--- src/logic/mips_params.svh ---
`ifndef MIPS_PARAMS_SVH
`define MIPS_PARAMS_SVH

// First fetch address
`define MIPS_RESET_PC 32'h0

// Shift-and-add steps per MULTU
`define MIPS_MULT_STEPS 32

`define MIPS_NUM_REGS 32

`endif

--- src/logic/mips_pkg.sv ---
`default_nettype none

package mips_pkg;

	typedef logic [31:0] word_t;
	typedef logic [4:0] reg_addr_t;
	typedef logic [5:0] alu_func_t;	// Funct encoding, 111110 = LO, 111111 = HI
	typedef logic [1:0] reg_dest_t;	// 0 rt, 1 rd, 2 r31
	typedef logic [1:0] src_b_t;	// 0 reg, 1 sign imm, 2 zero imm

	typedef struct packed {
		logic register_write;
		logic memory_to_register;
		logic memory_write;
		logic memory_read;
		src_b_t ALU_src_B;
		reg_dest_t register_destination;
		logic branch;
		logic branch_not_equal;
		logic jump_target;	// J, JAL
		logic jump_register;	// JR, JALR
		logic link;	// Write PC+4
		logic mult_start;
		logic using_HI_LO;
		alu_func_t ALU_function;
	} ctrl_t;

	typedef struct packed {
		logic cyc;
		logic stb;
		logic we;
		word_t adr;
		word_t dat_w;
	} wb_master_t;

	typedef enum logic [2:0] {
		S_FETCH,
		S_DECODE,
		S_EXECUTE,
		S_MEMORY,
		S_MULT_WAIT,
		S_WRITEBACK
	} seq_state_t;

endpackage

`default_nettype wire

--- src/logic/alu.sv ---
`timescale 1ns/1ns
`default_nettype none

module alu (
	input mips_pkg::word_t a,
	input mips_pkg::word_t b,
	input logic [4:0] shamt,
	input mips_pkg::alu_func_t func,
	input mips_pkg::word_t hi,
	input mips_pkg::word_t lo,
	output mips_pkg::word_t result,
	output logic zero
);

	always_comb begin
		case (func)
			6'b100000, 6'b100001: begin
				result = a + b;
			end
			6'b100010, 6'b100011: begin
				result = a - b;
			end
			6'b100100: begin
				result = a & b;
			end
			6'b100101: begin
				result = a | b;
			end
			6'b100110: begin
				result = a ^ b;
			end
			6'b101010: begin	// Signed compare
				result = {31'd0, $signed(a) < $signed(b)};
			end
			6'b000000: begin
				result = b << shamt;
			end
			6'b000010: begin
				result = b >> shamt;
			end
			6'b101100: begin	// LUI
				result = {b[15:0], 16'd0};
			end
			6'b111110: begin
				result = lo;
			end
			6'b111111: begin
				result = hi;
			end
			default: begin
				result = '0;
			end
		endcase
	end

	assign zero = (result == '0);	// BEQ/BNE decision

endmodule

`default_nettype wire

--- src/logic/control_unit.sv ---
`timescale 1ns/1ns
`default_nettype none

module control_unit (
	input mips_pkg::word_t instruction,
	output mips_pkg::ctrl_t ctrl
);
	import mips_pkg::*;

	logic [5:0] op;
	alu_func_t funct;

	always_comb begin
		op = instruction[31:26];
		funct = instruction[5:0];
		ctrl = '0;	// Anything unlisted is a no-op
		case (op)
			6'b000000: begin	// R-type
				ctrl.register_destination = 2'd1;
				ctrl.ALU_function = funct;
				case (funct)
					6'b100001, 6'b100011, 6'b100100, 6'b100101,
					6'b100110, 6'b101010, 6'b000000, 6'b000010: begin
						ctrl.register_write = 1'b1;
					end
					6'b001000: begin	// JR
						ctrl.jump_register = 1'b1;
					end
					6'b001001: begin	// JALR
						ctrl.register_write = 1'b1;
						ctrl.jump_register = 1'b1;
						ctrl.link = 1'b1;
					end
					6'b011001: begin	// MULTU
						ctrl.mult_start = 1'b1;
					end
					6'b010000: begin	// MFHI
						ctrl.register_write = 1'b1;
						ctrl.using_HI_LO = 1'b1;
						ctrl.ALU_function = 6'b111111;
					end
					6'b010010: begin	// MFLO
						ctrl.register_write = 1'b1;
						ctrl.using_HI_LO = 1'b1;
						ctrl.ALU_function = 6'b111110;
					end
					default: begin
						ctrl = '0;
					end
				endcase
			end
			6'b000010: begin	// J
				ctrl.jump_target = 1'b1;
			end
			6'b000011: begin	// JAL
				ctrl.register_write = 1'b1;
				ctrl.register_destination = 2'd2;
				ctrl.jump_target = 1'b1;
				ctrl.link = 1'b1;
			end
			6'b000100: begin	// BEQ
				ctrl.branch = 1'b1;
				ctrl.ALU_function = 6'b100011;
			end
			6'b000101: begin	// BNE
				ctrl.branch = 1'b1;
				ctrl.branch_not_equal = 1'b1;
				ctrl.ALU_function = 6'b100011;
			end
			6'b001000, 6'b001001: begin	// ADDI runs as ADDIU
				ctrl.register_write = 1'b1;
				ctrl.ALU_src_B = 2'd1;
				ctrl.ALU_function = 6'b100001;
			end
			6'b001010: begin	// SLTI
				ctrl.register_write = 1'b1;
				ctrl.ALU_src_B = 2'd1;
				ctrl.ALU_function = 6'b101010;
			end
			6'b001100: begin	// ANDI
				ctrl.register_write = 1'b1;
				ctrl.ALU_src_B = 2'd2;
				ctrl.ALU_function = 6'b100100;
			end
			6'b001101: begin	// ORI
				ctrl.register_write = 1'b1;
				ctrl.ALU_src_B = 2'd2;
				ctrl.ALU_function = 6'b100101;
			end
			6'b001110: begin	// XORI
				ctrl.register_write = 1'b1;
				ctrl.ALU_src_B = 2'd2;
				ctrl.ALU_function = 6'b100110;
			end
			6'b001111: begin	// LUI
				ctrl.register_write = 1'b1;
				ctrl.ALU_src_B = 2'd2;
				ctrl.ALU_function = 6'b101100;
			end
			6'b100011: begin	// LW
				ctrl.register_write = 1'b1;
				ctrl.memory_to_register = 1'b1;
				ctrl.memory_read = 1'b1;
				ctrl.ALU_src_B = 2'd1;
				ctrl.ALU_function = 6'b100001;
			end
			6'b101011: begin	// SW
				ctrl.memory_write = 1'b1;
				ctrl.ALU_src_B = 2'd1;
				ctrl.ALU_function = 6'b100001;
			end
			default: begin
				ctrl = '0;
			end
		endcase
	end

endmodule

`default_nettype wire

--- src/logic/cycle_sequencer.sv ---
`timescale 1ns/1ns
`default_nettype none

module cycle_sequencer (
	input logic clk,
	input logic reset,
	input mips_pkg::ctrl_t ctrl,
	input logic wb_ack,
	input logic mult_busy,
	output mips_pkg::seq_state_t state,
	output logic wb_cyc,
	output logic wb_stb,
	output logic wb_we,
	output logic ir_load,
	output logic pc_load,
	output logic mdr_load,
	output logic reg_write_en,
	output logic mult_start
);
	import mips_pkg::*;

	seq_state_t next_state;
	logic bus_phase;

	always_comb begin
		next_state = state;
		case (state)
			S_FETCH: begin
				if (wb_stb && wb_ack) begin
					next_state = S_DECODE;
				end
			end
			S_DECODE: begin
				next_state = S_EXECUTE;
			end
			S_EXECUTE: begin
				if (ctrl.memory_read || ctrl.memory_write) begin
					next_state = S_MEMORY;
				end else if (ctrl.mult_start) begin
					next_state = S_MULT_WAIT;
				end else begin
					next_state = S_WRITEBACK;
				end
			end
			S_MEMORY: begin
				if (wb_stb && wb_ack) begin
					next_state = S_WRITEBACK;
				end
			end
			S_MULT_WAIT: begin
				if (!mult_busy) begin	// HI/LO valid now
					next_state = S_WRITEBACK;
				end
			end
			default: begin
				next_state = S_FETCH;
			end
		endcase
	end

	assign bus_phase = (next_state == S_FETCH) || (next_state == S_MEMORY);

	// Strobes registered so they drop on the edge after ack
	always_ff @(posedge clk) begin
		if (reset) begin
			state <= S_FETCH;
			wb_cyc <= 1'b0;
			wb_stb <= 1'b0;
			wb_we <= 1'b0;
		end else begin
			state <= next_state;
			wb_cyc <= bus_phase;
			wb_stb <= bus_phase;
			wb_we <= (next_state == S_MEMORY) && ctrl.memory_write;
		end
	end

	assign ir_load = (state == S_FETCH) && wb_stb && wb_ack;
	assign mdr_load = (state == S_MEMORY) && wb_stb && wb_ack && ctrl.memory_read;
	assign mult_start = (state == S_EXECUTE) && ctrl.mult_start;
	assign reg_write_en = (state == S_WRITEBACK) && ctrl.register_write;
	assign pc_load = (state == S_WRITEBACK);	// Once per instruction

endmodule

`default_nettype wire

--- src/logic/mips_core.sv ---
`timescale 1ns/1ns
`default_nettype none
`include "mips_params.svh"

module mips_core (
	input logic clk,
	input logic reset,
	input mips_pkg::word_t wb_dat_r,
	input logic wb_ack,
	output mips_pkg::wb_master_t wb_out
);
	import mips_pkg::*;

	word_t pc, ir, mdr;
	ctrl_t ctrl;
	seq_state_t state;
	logic wb_cyc, wb_stb, wb_we;
	logic ir_load, pc_load, mdr_load, reg_write_en, mult_start, mult_busy;
	word_t hi, lo, rs_data, rt_data, alu_b, alu_result;
	logic alu_zero, branch_taken;
	reg_addr_t wr_addr;
	word_t wr_data, sign_imm, zero_imm, pc_plus4, branch_target, jump_addr, next_pc;

	control_unit u_ctrl (.instruction(ir), .ctrl(ctrl));

	cycle_sequencer u_seq (
		.clk(clk), .reset(reset), .ctrl(ctrl), .wb_ack(wb_ack), .mult_busy(mult_busy),
		.state(state), .wb_cyc(wb_cyc), .wb_stb(wb_stb), .wb_we(wb_we),
		.ir_load(ir_load), .pc_load(pc_load), .mdr_load(mdr_load),
		.reg_write_en(reg_write_en), .mult_start(mult_start)
	);

	register_file u_regs (
		.clk(clk), .reset(reset), .rs_addr(ir[25:21]), .rt_addr(ir[20:16]),
		.wr_addr(wr_addr), .wr_en(reg_write_en), .wr_data(wr_data),
		.rs_data(rs_data), .rt_data(rt_data)
	);

	mult_unit u_mult (
		.clk(clk), .reset(reset), .start(mult_start), .multiplicand(rs_data),
		.multiplier(rt_data), .busy(mult_busy), .hi(hi), .lo(lo)
	);

	alu u_alu (
		.a(rs_data), .b(alu_b), .shamt(ir[10:6]), .func(ctrl.ALU_function),
		.hi(hi), .lo(lo), .result(alu_result), .zero(alu_zero)
	);

	assign sign_imm = {{16{ir[15]}}, ir[15:0]};
	assign zero_imm = {16'd0, ir[15:0]};
	assign pc_plus4 = pc + 32'd4;
	assign branch_target = pc_plus4 + {sign_imm[29:0], 2'b00};	// No delay slot
	assign jump_addr = {pc_plus4[31:28], ir[25:0], 2'b00};
	assign branch_taken = ctrl.branch && (alu_zero ^ ctrl.branch_not_equal);

	always_comb begin
		case (ctrl.ALU_src_B)
			2'd0: alu_b = rt_data;
			2'd1: alu_b = sign_imm;
			default: alu_b = zero_imm;
		endcase
		case (ctrl.register_destination)
			2'd0: wr_addr = ir[20:16];
			2'd1: wr_addr = ir[15:11];
			default: wr_addr = 5'd31;
		endcase
		if (ctrl.link) begin
			wr_data = pc_plus4;	// Return address
		end else if (ctrl.memory_to_register) begin
			wr_data = mdr;
		end else begin
			wr_data = alu_result;
		end
		if (ctrl.jump_register) begin
			next_pc = rs_data;
		end else if (ctrl.jump_target) begin
			next_pc = jump_addr;
		end else if (branch_taken) begin
			next_pc = branch_target;
		end else begin
			next_pc = pc_plus4;
		end
	end

	always_ff @(posedge clk) begin
		if (reset) begin
			pc <= `MIPS_RESET_PC;
		end else if (pc_load) begin
			pc <= next_pc;
		end
	end

	always_ff @(posedge clk) begin
		if (ir_load) begin
			ir <= wb_dat_r;
		end
		if (mdr_load) begin
			mdr <= wb_dat_r;
		end
	end

	always_comb begin
		wb_out.cyc = wb_cyc;
		wb_out.stb = wb_stb;
		wb_out.we = wb_we;
		wb_out.adr = (state == S_MEMORY) ? alu_result : pc;	// Data or fetch address
		wb_out.dat_w = rt_data;
	end

endmodule

`default_nettype wire

--- src/logic/mult_unit.sv ---
`timescale 1ns/1ns
`default_nettype none
`include "mips_params.svh"

module mult_unit (
	input logic clk,
	input logic reset,
	input logic start,
	input mips_pkg::word_t multiplicand,
	input mips_pkg::word_t multiplier,
	output logic busy,
	output mips_pkg::word_t hi,
	output mips_pkg::word_t lo
);
	import mips_pkg::*;

	logic [63:0] prod;	// Partial sum over shifted multiplier
	word_t mcand;
	logic [5:0] step_count;
	logic [32:0] partial;
	logic [63:0] prod_next;

	always_comb begin
		partial = {1'b0, prod[63:32]} + (prod[0] ? {1'b0, mcand} : 33'd0);
		prod_next = {partial, prod[31:1]};
	end

	assign busy = (step_count != 6'd0);

	always_ff @(posedge clk) begin
		if (reset) begin
			step_count <= 6'd0;
		end else if (start) begin
			step_count <= 6'(`MIPS_MULT_STEPS);
		end else if (busy) begin
			step_count <= step_count - 6'd1;
		end
	end

	always_ff @(posedge clk) begin
		if (start) begin
			prod <= {32'd0, multiplier};
			mcand <= multiplicand;
		end else if (busy) begin
			prod <= prod_next;
			if (step_count == 6'd1) begin	// Last step
				hi <= prod_next[63:32];
				lo <= prod_next[31:0];
			end
		end
	end

endmodule

`default_nettype wire

--- src/logic/register_file.sv ---
`timescale 1ns/1ns
`default_nettype none
`include "mips_params.svh"

module register_file (
	input logic clk,
	input logic reset,
	input mips_pkg::reg_addr_t rs_addr,
	input mips_pkg::reg_addr_t rt_addr,
	input mips_pkg::reg_addr_t wr_addr,
	input logic wr_en,
	input mips_pkg::word_t wr_data,
	output mips_pkg::word_t rs_data,
	output mips_pkg::word_t rt_data
);
	import mips_pkg::*;

	word_t regs [`MIPS_NUM_REGS];

	always_ff @(posedge clk) begin
		if (reset) begin
			for (int i = 0; i < `MIPS_NUM_REGS; i++) begin
				regs[i] <= '0;
			end
		end else if (wr_en && (wr_addr != 5'd0)) begin	// r0 stays zero
			regs[wr_addr] <= wr_data;
		end
	end

	assign rs_data = (rs_addr == 5'd0) ? '0 : regs[rs_addr];
	assign rt_data = (rt_addr == 5'd0) ? '0 : regs[rt_addr];

endmodule

`default_nettype wire

--- config.mk ---
export PLATFORM = sky130hd
export DESIGN_NAME = mips_core
export DESIGN_NICKNAME = d
export VERILOG_FILES = /design/src/logic/mips_pkg.sv /design/src/logic/alu.sv /design/src/logic/control_unit.sv /design/src/logic/cycle_sequencer.sv /design/src/logic/mips_core.sv /design/src/logic/mult_unit.sv /design/src/logic/register_file.sv
export VERILOG_INCLUDE_DIRS = /design/src /design/src/logic
export SDC_FILE = /design/constraint.sdc
export NUM_CORES = 2
export LEC_CHECK = 0
export BUFFER_PORTS_ARGS = -buffer_cell sky130_fd_sc_hd__buf_2
export CAP_MARGIN = 40
export CORE_UTILIZATION = 26
export CTS_BUF_LIST = sky130_fd_sc_hd__clkbuf_8 sky130_fd_sc_hd__clkbuf_16
export DETAILED_ROUTE_END_ITERATION = 12
export PLACE_DENSITY_LB_ADDON = 0.25
export SLEW_MARGIN = 20
export SYNTH_ARGS = -nofsm -noshare
export SYNTH_HDL_FRONTEND = slang
export SYNTH_SLANG_ARGS = --single-unit
--- constraint.sdc ---
create_clock -name clk -period 7.3 [get_ports clk]
set_input_delay 0.73 -clock clk [delete_from_list [all_inputs] [get_ports clk]]
set_output_delay 0.73 -clock clk [all_outputs]
set_load 0.05 [all_outputs]
==> summary.txt <==
Synth Area in Adders -> 0.0275
CTS Buffer Depth -> 4
Critical Path Max Stage Delay -> 710 ps
CP dominant cell by count -> buf_4
Yosys top cell area share -> 0.469
largest net degree at the start of global routing -> 85
Via-to-Cell Ratio -> 5.78
Initial Util -> 0.262
crit share post-route -> 1.06
I/O Buffers -> 101
worst hold margin -> 121 ps
Area growth, synth to finish -> 30.2%
Initial DRT Pass Iterations -> 8
reported max-cap violation count -> 0
latest clock arrival within the worst-skew pair -> 910 ps
Worst path depth -> 28
Max Freq -> 130 MHz
core area -> 298000 sq um
fraction of layout cells with a size suffix above 1 -> 0.320
Register-to-Register Path Depth -> 26
DP HPWL -> 304000 um
multiplexer share of the synthesized area -> 0.183
pwr dens -> 345 nW/um^2
syn avg cell area -> 11.4 sq um
ys async rst share -> 0
CTS tree -> yes
Die Y-Extent -> 549 um
first-pass GRT wire length -> 572000 um
FF+latch count, synth -> 1301
GRT overflow -> 0
gr usage total -> 0.275
synthesized cell area -> 77900 sq um
dpl ws -> -943 ps
Seq/Total Area, Yosys -> 0.490
final setup fails -> 44
Static Leak -> 38.4 nW
ys flop type -> edfxtp_1
worst hold path type -> input port to flop
Worst Path Class, Setup -> flop to output pin
synth unique cells -> 107
Post-synth EDFFs -> 1216
Worst Max-Slew Pin Slew -> 964 ps
synthesized-area fraction occupied by and/or/nand/nor cells -> 0.129
GPL Wtd Cong -> 1.04
vias -> 69200
fin util -> 0.341
CTS Root Cell -> clkbuf_16
cts-stage hold buffer count -> 0
hold depth -> 1
CP max FO -> 9
Yosys top cell by area -> edfxtp_1
row count -> 200
WL final -> 429000 um
top post-synthesis cells by area -> edfxtp_1 47%, mux4_2 12%, nor2_1 6.5%
vias in the first global route -> 65700
clk slew on worst S/H paths -> 60 ps
most frequent cells in the layout -> 1313 x nor2_1, 1216 x edfxtp_1, 1109 x buf_4
Layout Cells excl Fill -> 12000
clock sinks -> 1301
Final Critical Period -> 7710 ps
Rel. slew slack -> 0.357
I/O pins -> 102
initial DRC count -> 9145
RSZ-0062 raised after global routing -> yes
clock skew -> 139 ps
Slowest cell on crit path -> a211oi_1
Slew Limit Fails -> 0
Critical Path Sink Type -> output pin
H-tree Lvls -> 4
final hold vios -> 0
most common cell after layout, fill and taps aside -> nor2_1
total power -> 35.1 mW
CP required -> 6570 ps
largest family of logic cells by synthesized area -> multiplexers
initial antenna violation count -> 37
full die area -> 302000 sq um
total CTS buffers -> 161
Synthesis Warnings -> 0
Placement Cell Area -> 92600 sq um
Die Wd -> 549 um
Mapped Cells -> 6865
complex-gate fraction of the synthesized area -> 0.115
failing checks -> negative setup slack
status -> finished, violations left
# DRC -> 0
Worst Slack Setup Final -> -414 ps
Final TNS setup -> -4590 ps
post-synthesis xor/xnor area fraction -> 0.0123
Routed WL per cell -> 35.8 um
Critical Path Start Type -> flop
placed cells -> 11600
nets -> 8126
crit path DAT -> 6980 ps
Peak VDD IR -> 0.000204 V
Final ANT Viol Nets -> 0
Buf+Inv Stages, Crit Path -> 13
Finished Cell Area -> 101000 sq um
Crit path max-delay family -> buffers and inverters
==> repair_timing <==
| item | 4_1_cts | 5_1_grt |
|---|---|---|
| pin swaps | 88 | 66 |
| resized for setup | 368 | 121 |
| endpoints found under the setup margin | 147 | 55 |
| gates cloned | 17 | 3 |
| buffers inserted | 76 | 49 |
| endpoints found under the hold margin | 0 | 0 |
==> sequential cells by signal, summed over array words and instances, names as in the netlist, named ones only <==
name,cells
u_regs.regs,1024
u_mult.prod,64
ir,32
mdr,32
pc,32
u_mult.hi,32
u_mult.lo,32
u_mult.mcand,32
u_mult.step_count,6
u_seq.state,3
u_seq.wb_cyc,1
u_seq.wb_we,1
==> kinds of logic after synthesis <==
group / Yosys count
simple gates: 2338
compound gates: 1301
flops: 1301
mux: 892
buf+inv: 754
fa+ha+maj: 169
xor+xnor: 109
other cells: 1
==> report_power, final <==
group | leakage [nW] | internal, mW | total (mW) | switching [mW]
logic | 22.8 | 7.09 | 17.8 | 10.8
registers | 13.0 | 8.93 | 9.40 | 0.468
clock network | 2.58 | 4.46 | 7.81 | 3.35
==> synthesized netlist by cell type, drive strengths merged (15+ instances only) <==
| library cell | number |
|---|---|
| a2111oi | 17 |
| a211o | 26 |
| a211oi | 89 |
| a21o | 34 |
| a21oi | 316 |
| a221oi | 34 |
| a22o | 23 |
| a22oi | 179 |
| a31oi | 44 |
| a32oi | 21 |
| and2 | 60 |
| and3 | 28 |
| buf | 187 |
| clkbuf | 416 |
| dfxtp | 85 |
| edfxtp | 1216 |
| ha | 164 |
| inv | 146 |
| mux2 | 36 |
| mux2i | 432 |
| mux4 | 424 |
| nand2 | 445 |
| nand2b | 29 |
| nand3 | 114 |
| nand3b | 18 |
| nand4 | 30 |
| nor2 | 1343 |
| nor2b | 37 |
| nor3 | 90 |
| nor4 | 49 |
| o2111ai | 26 |
| o211ai | 40 |
| o21a | 16 |
| o21ai | 194 |
| o21bai | 15 |
| o221ai | 36 |
| o22ai | 34 |
| o31ai | 22 |
| or2 | 15 |
| or3 | 26 |
| xnor2 | 79 |
| xor2 | 30 |
==> final timing paths <==
path	end	from	slack, ps
max	wb_out[61]	flop	-410
min	mdr[12]	wb_dat_r[12]	120
max reg2reg	pc[5]	flop	-160
min reg2reg	u_mult.lo[4]	u_mult.prod[5]	450
==> area by class of cell <==
| cell class | instances | area [sq um] |
|---|---|---|
| Antenna cell | 8 | 20.0 |
| Clock buffer | 168 | 4170 |
| Clock inverter | 109 | 779 |
| Fill cell | 29600 | 196000 |
| Inverter | 151 | 573 |
| Multi-Input combinational cell | 4843 | 38900 |
| Sequential cell | 1301 | 38200 |
| Tap cell | 3939 | 4930 |
| Timing Repair Buffer | 1465 | 13900 |
==> per-layer routing <==
layer / routed length [um] / global-route usage / up-vias / share of wire
met1: 174000 / 0.367 / 35600 / 0.41
met2: 185000 / 0.415 / 4503 / 0.43
met4: 29200 / 0.158 / 20 / 0.068
met3: 40700 / 0.0543 / 965 / 0.095
met5: 148 / 0 / - / 0.00035
li1: - / - / 28100 / -
Power figures use the tool's default switching activity.
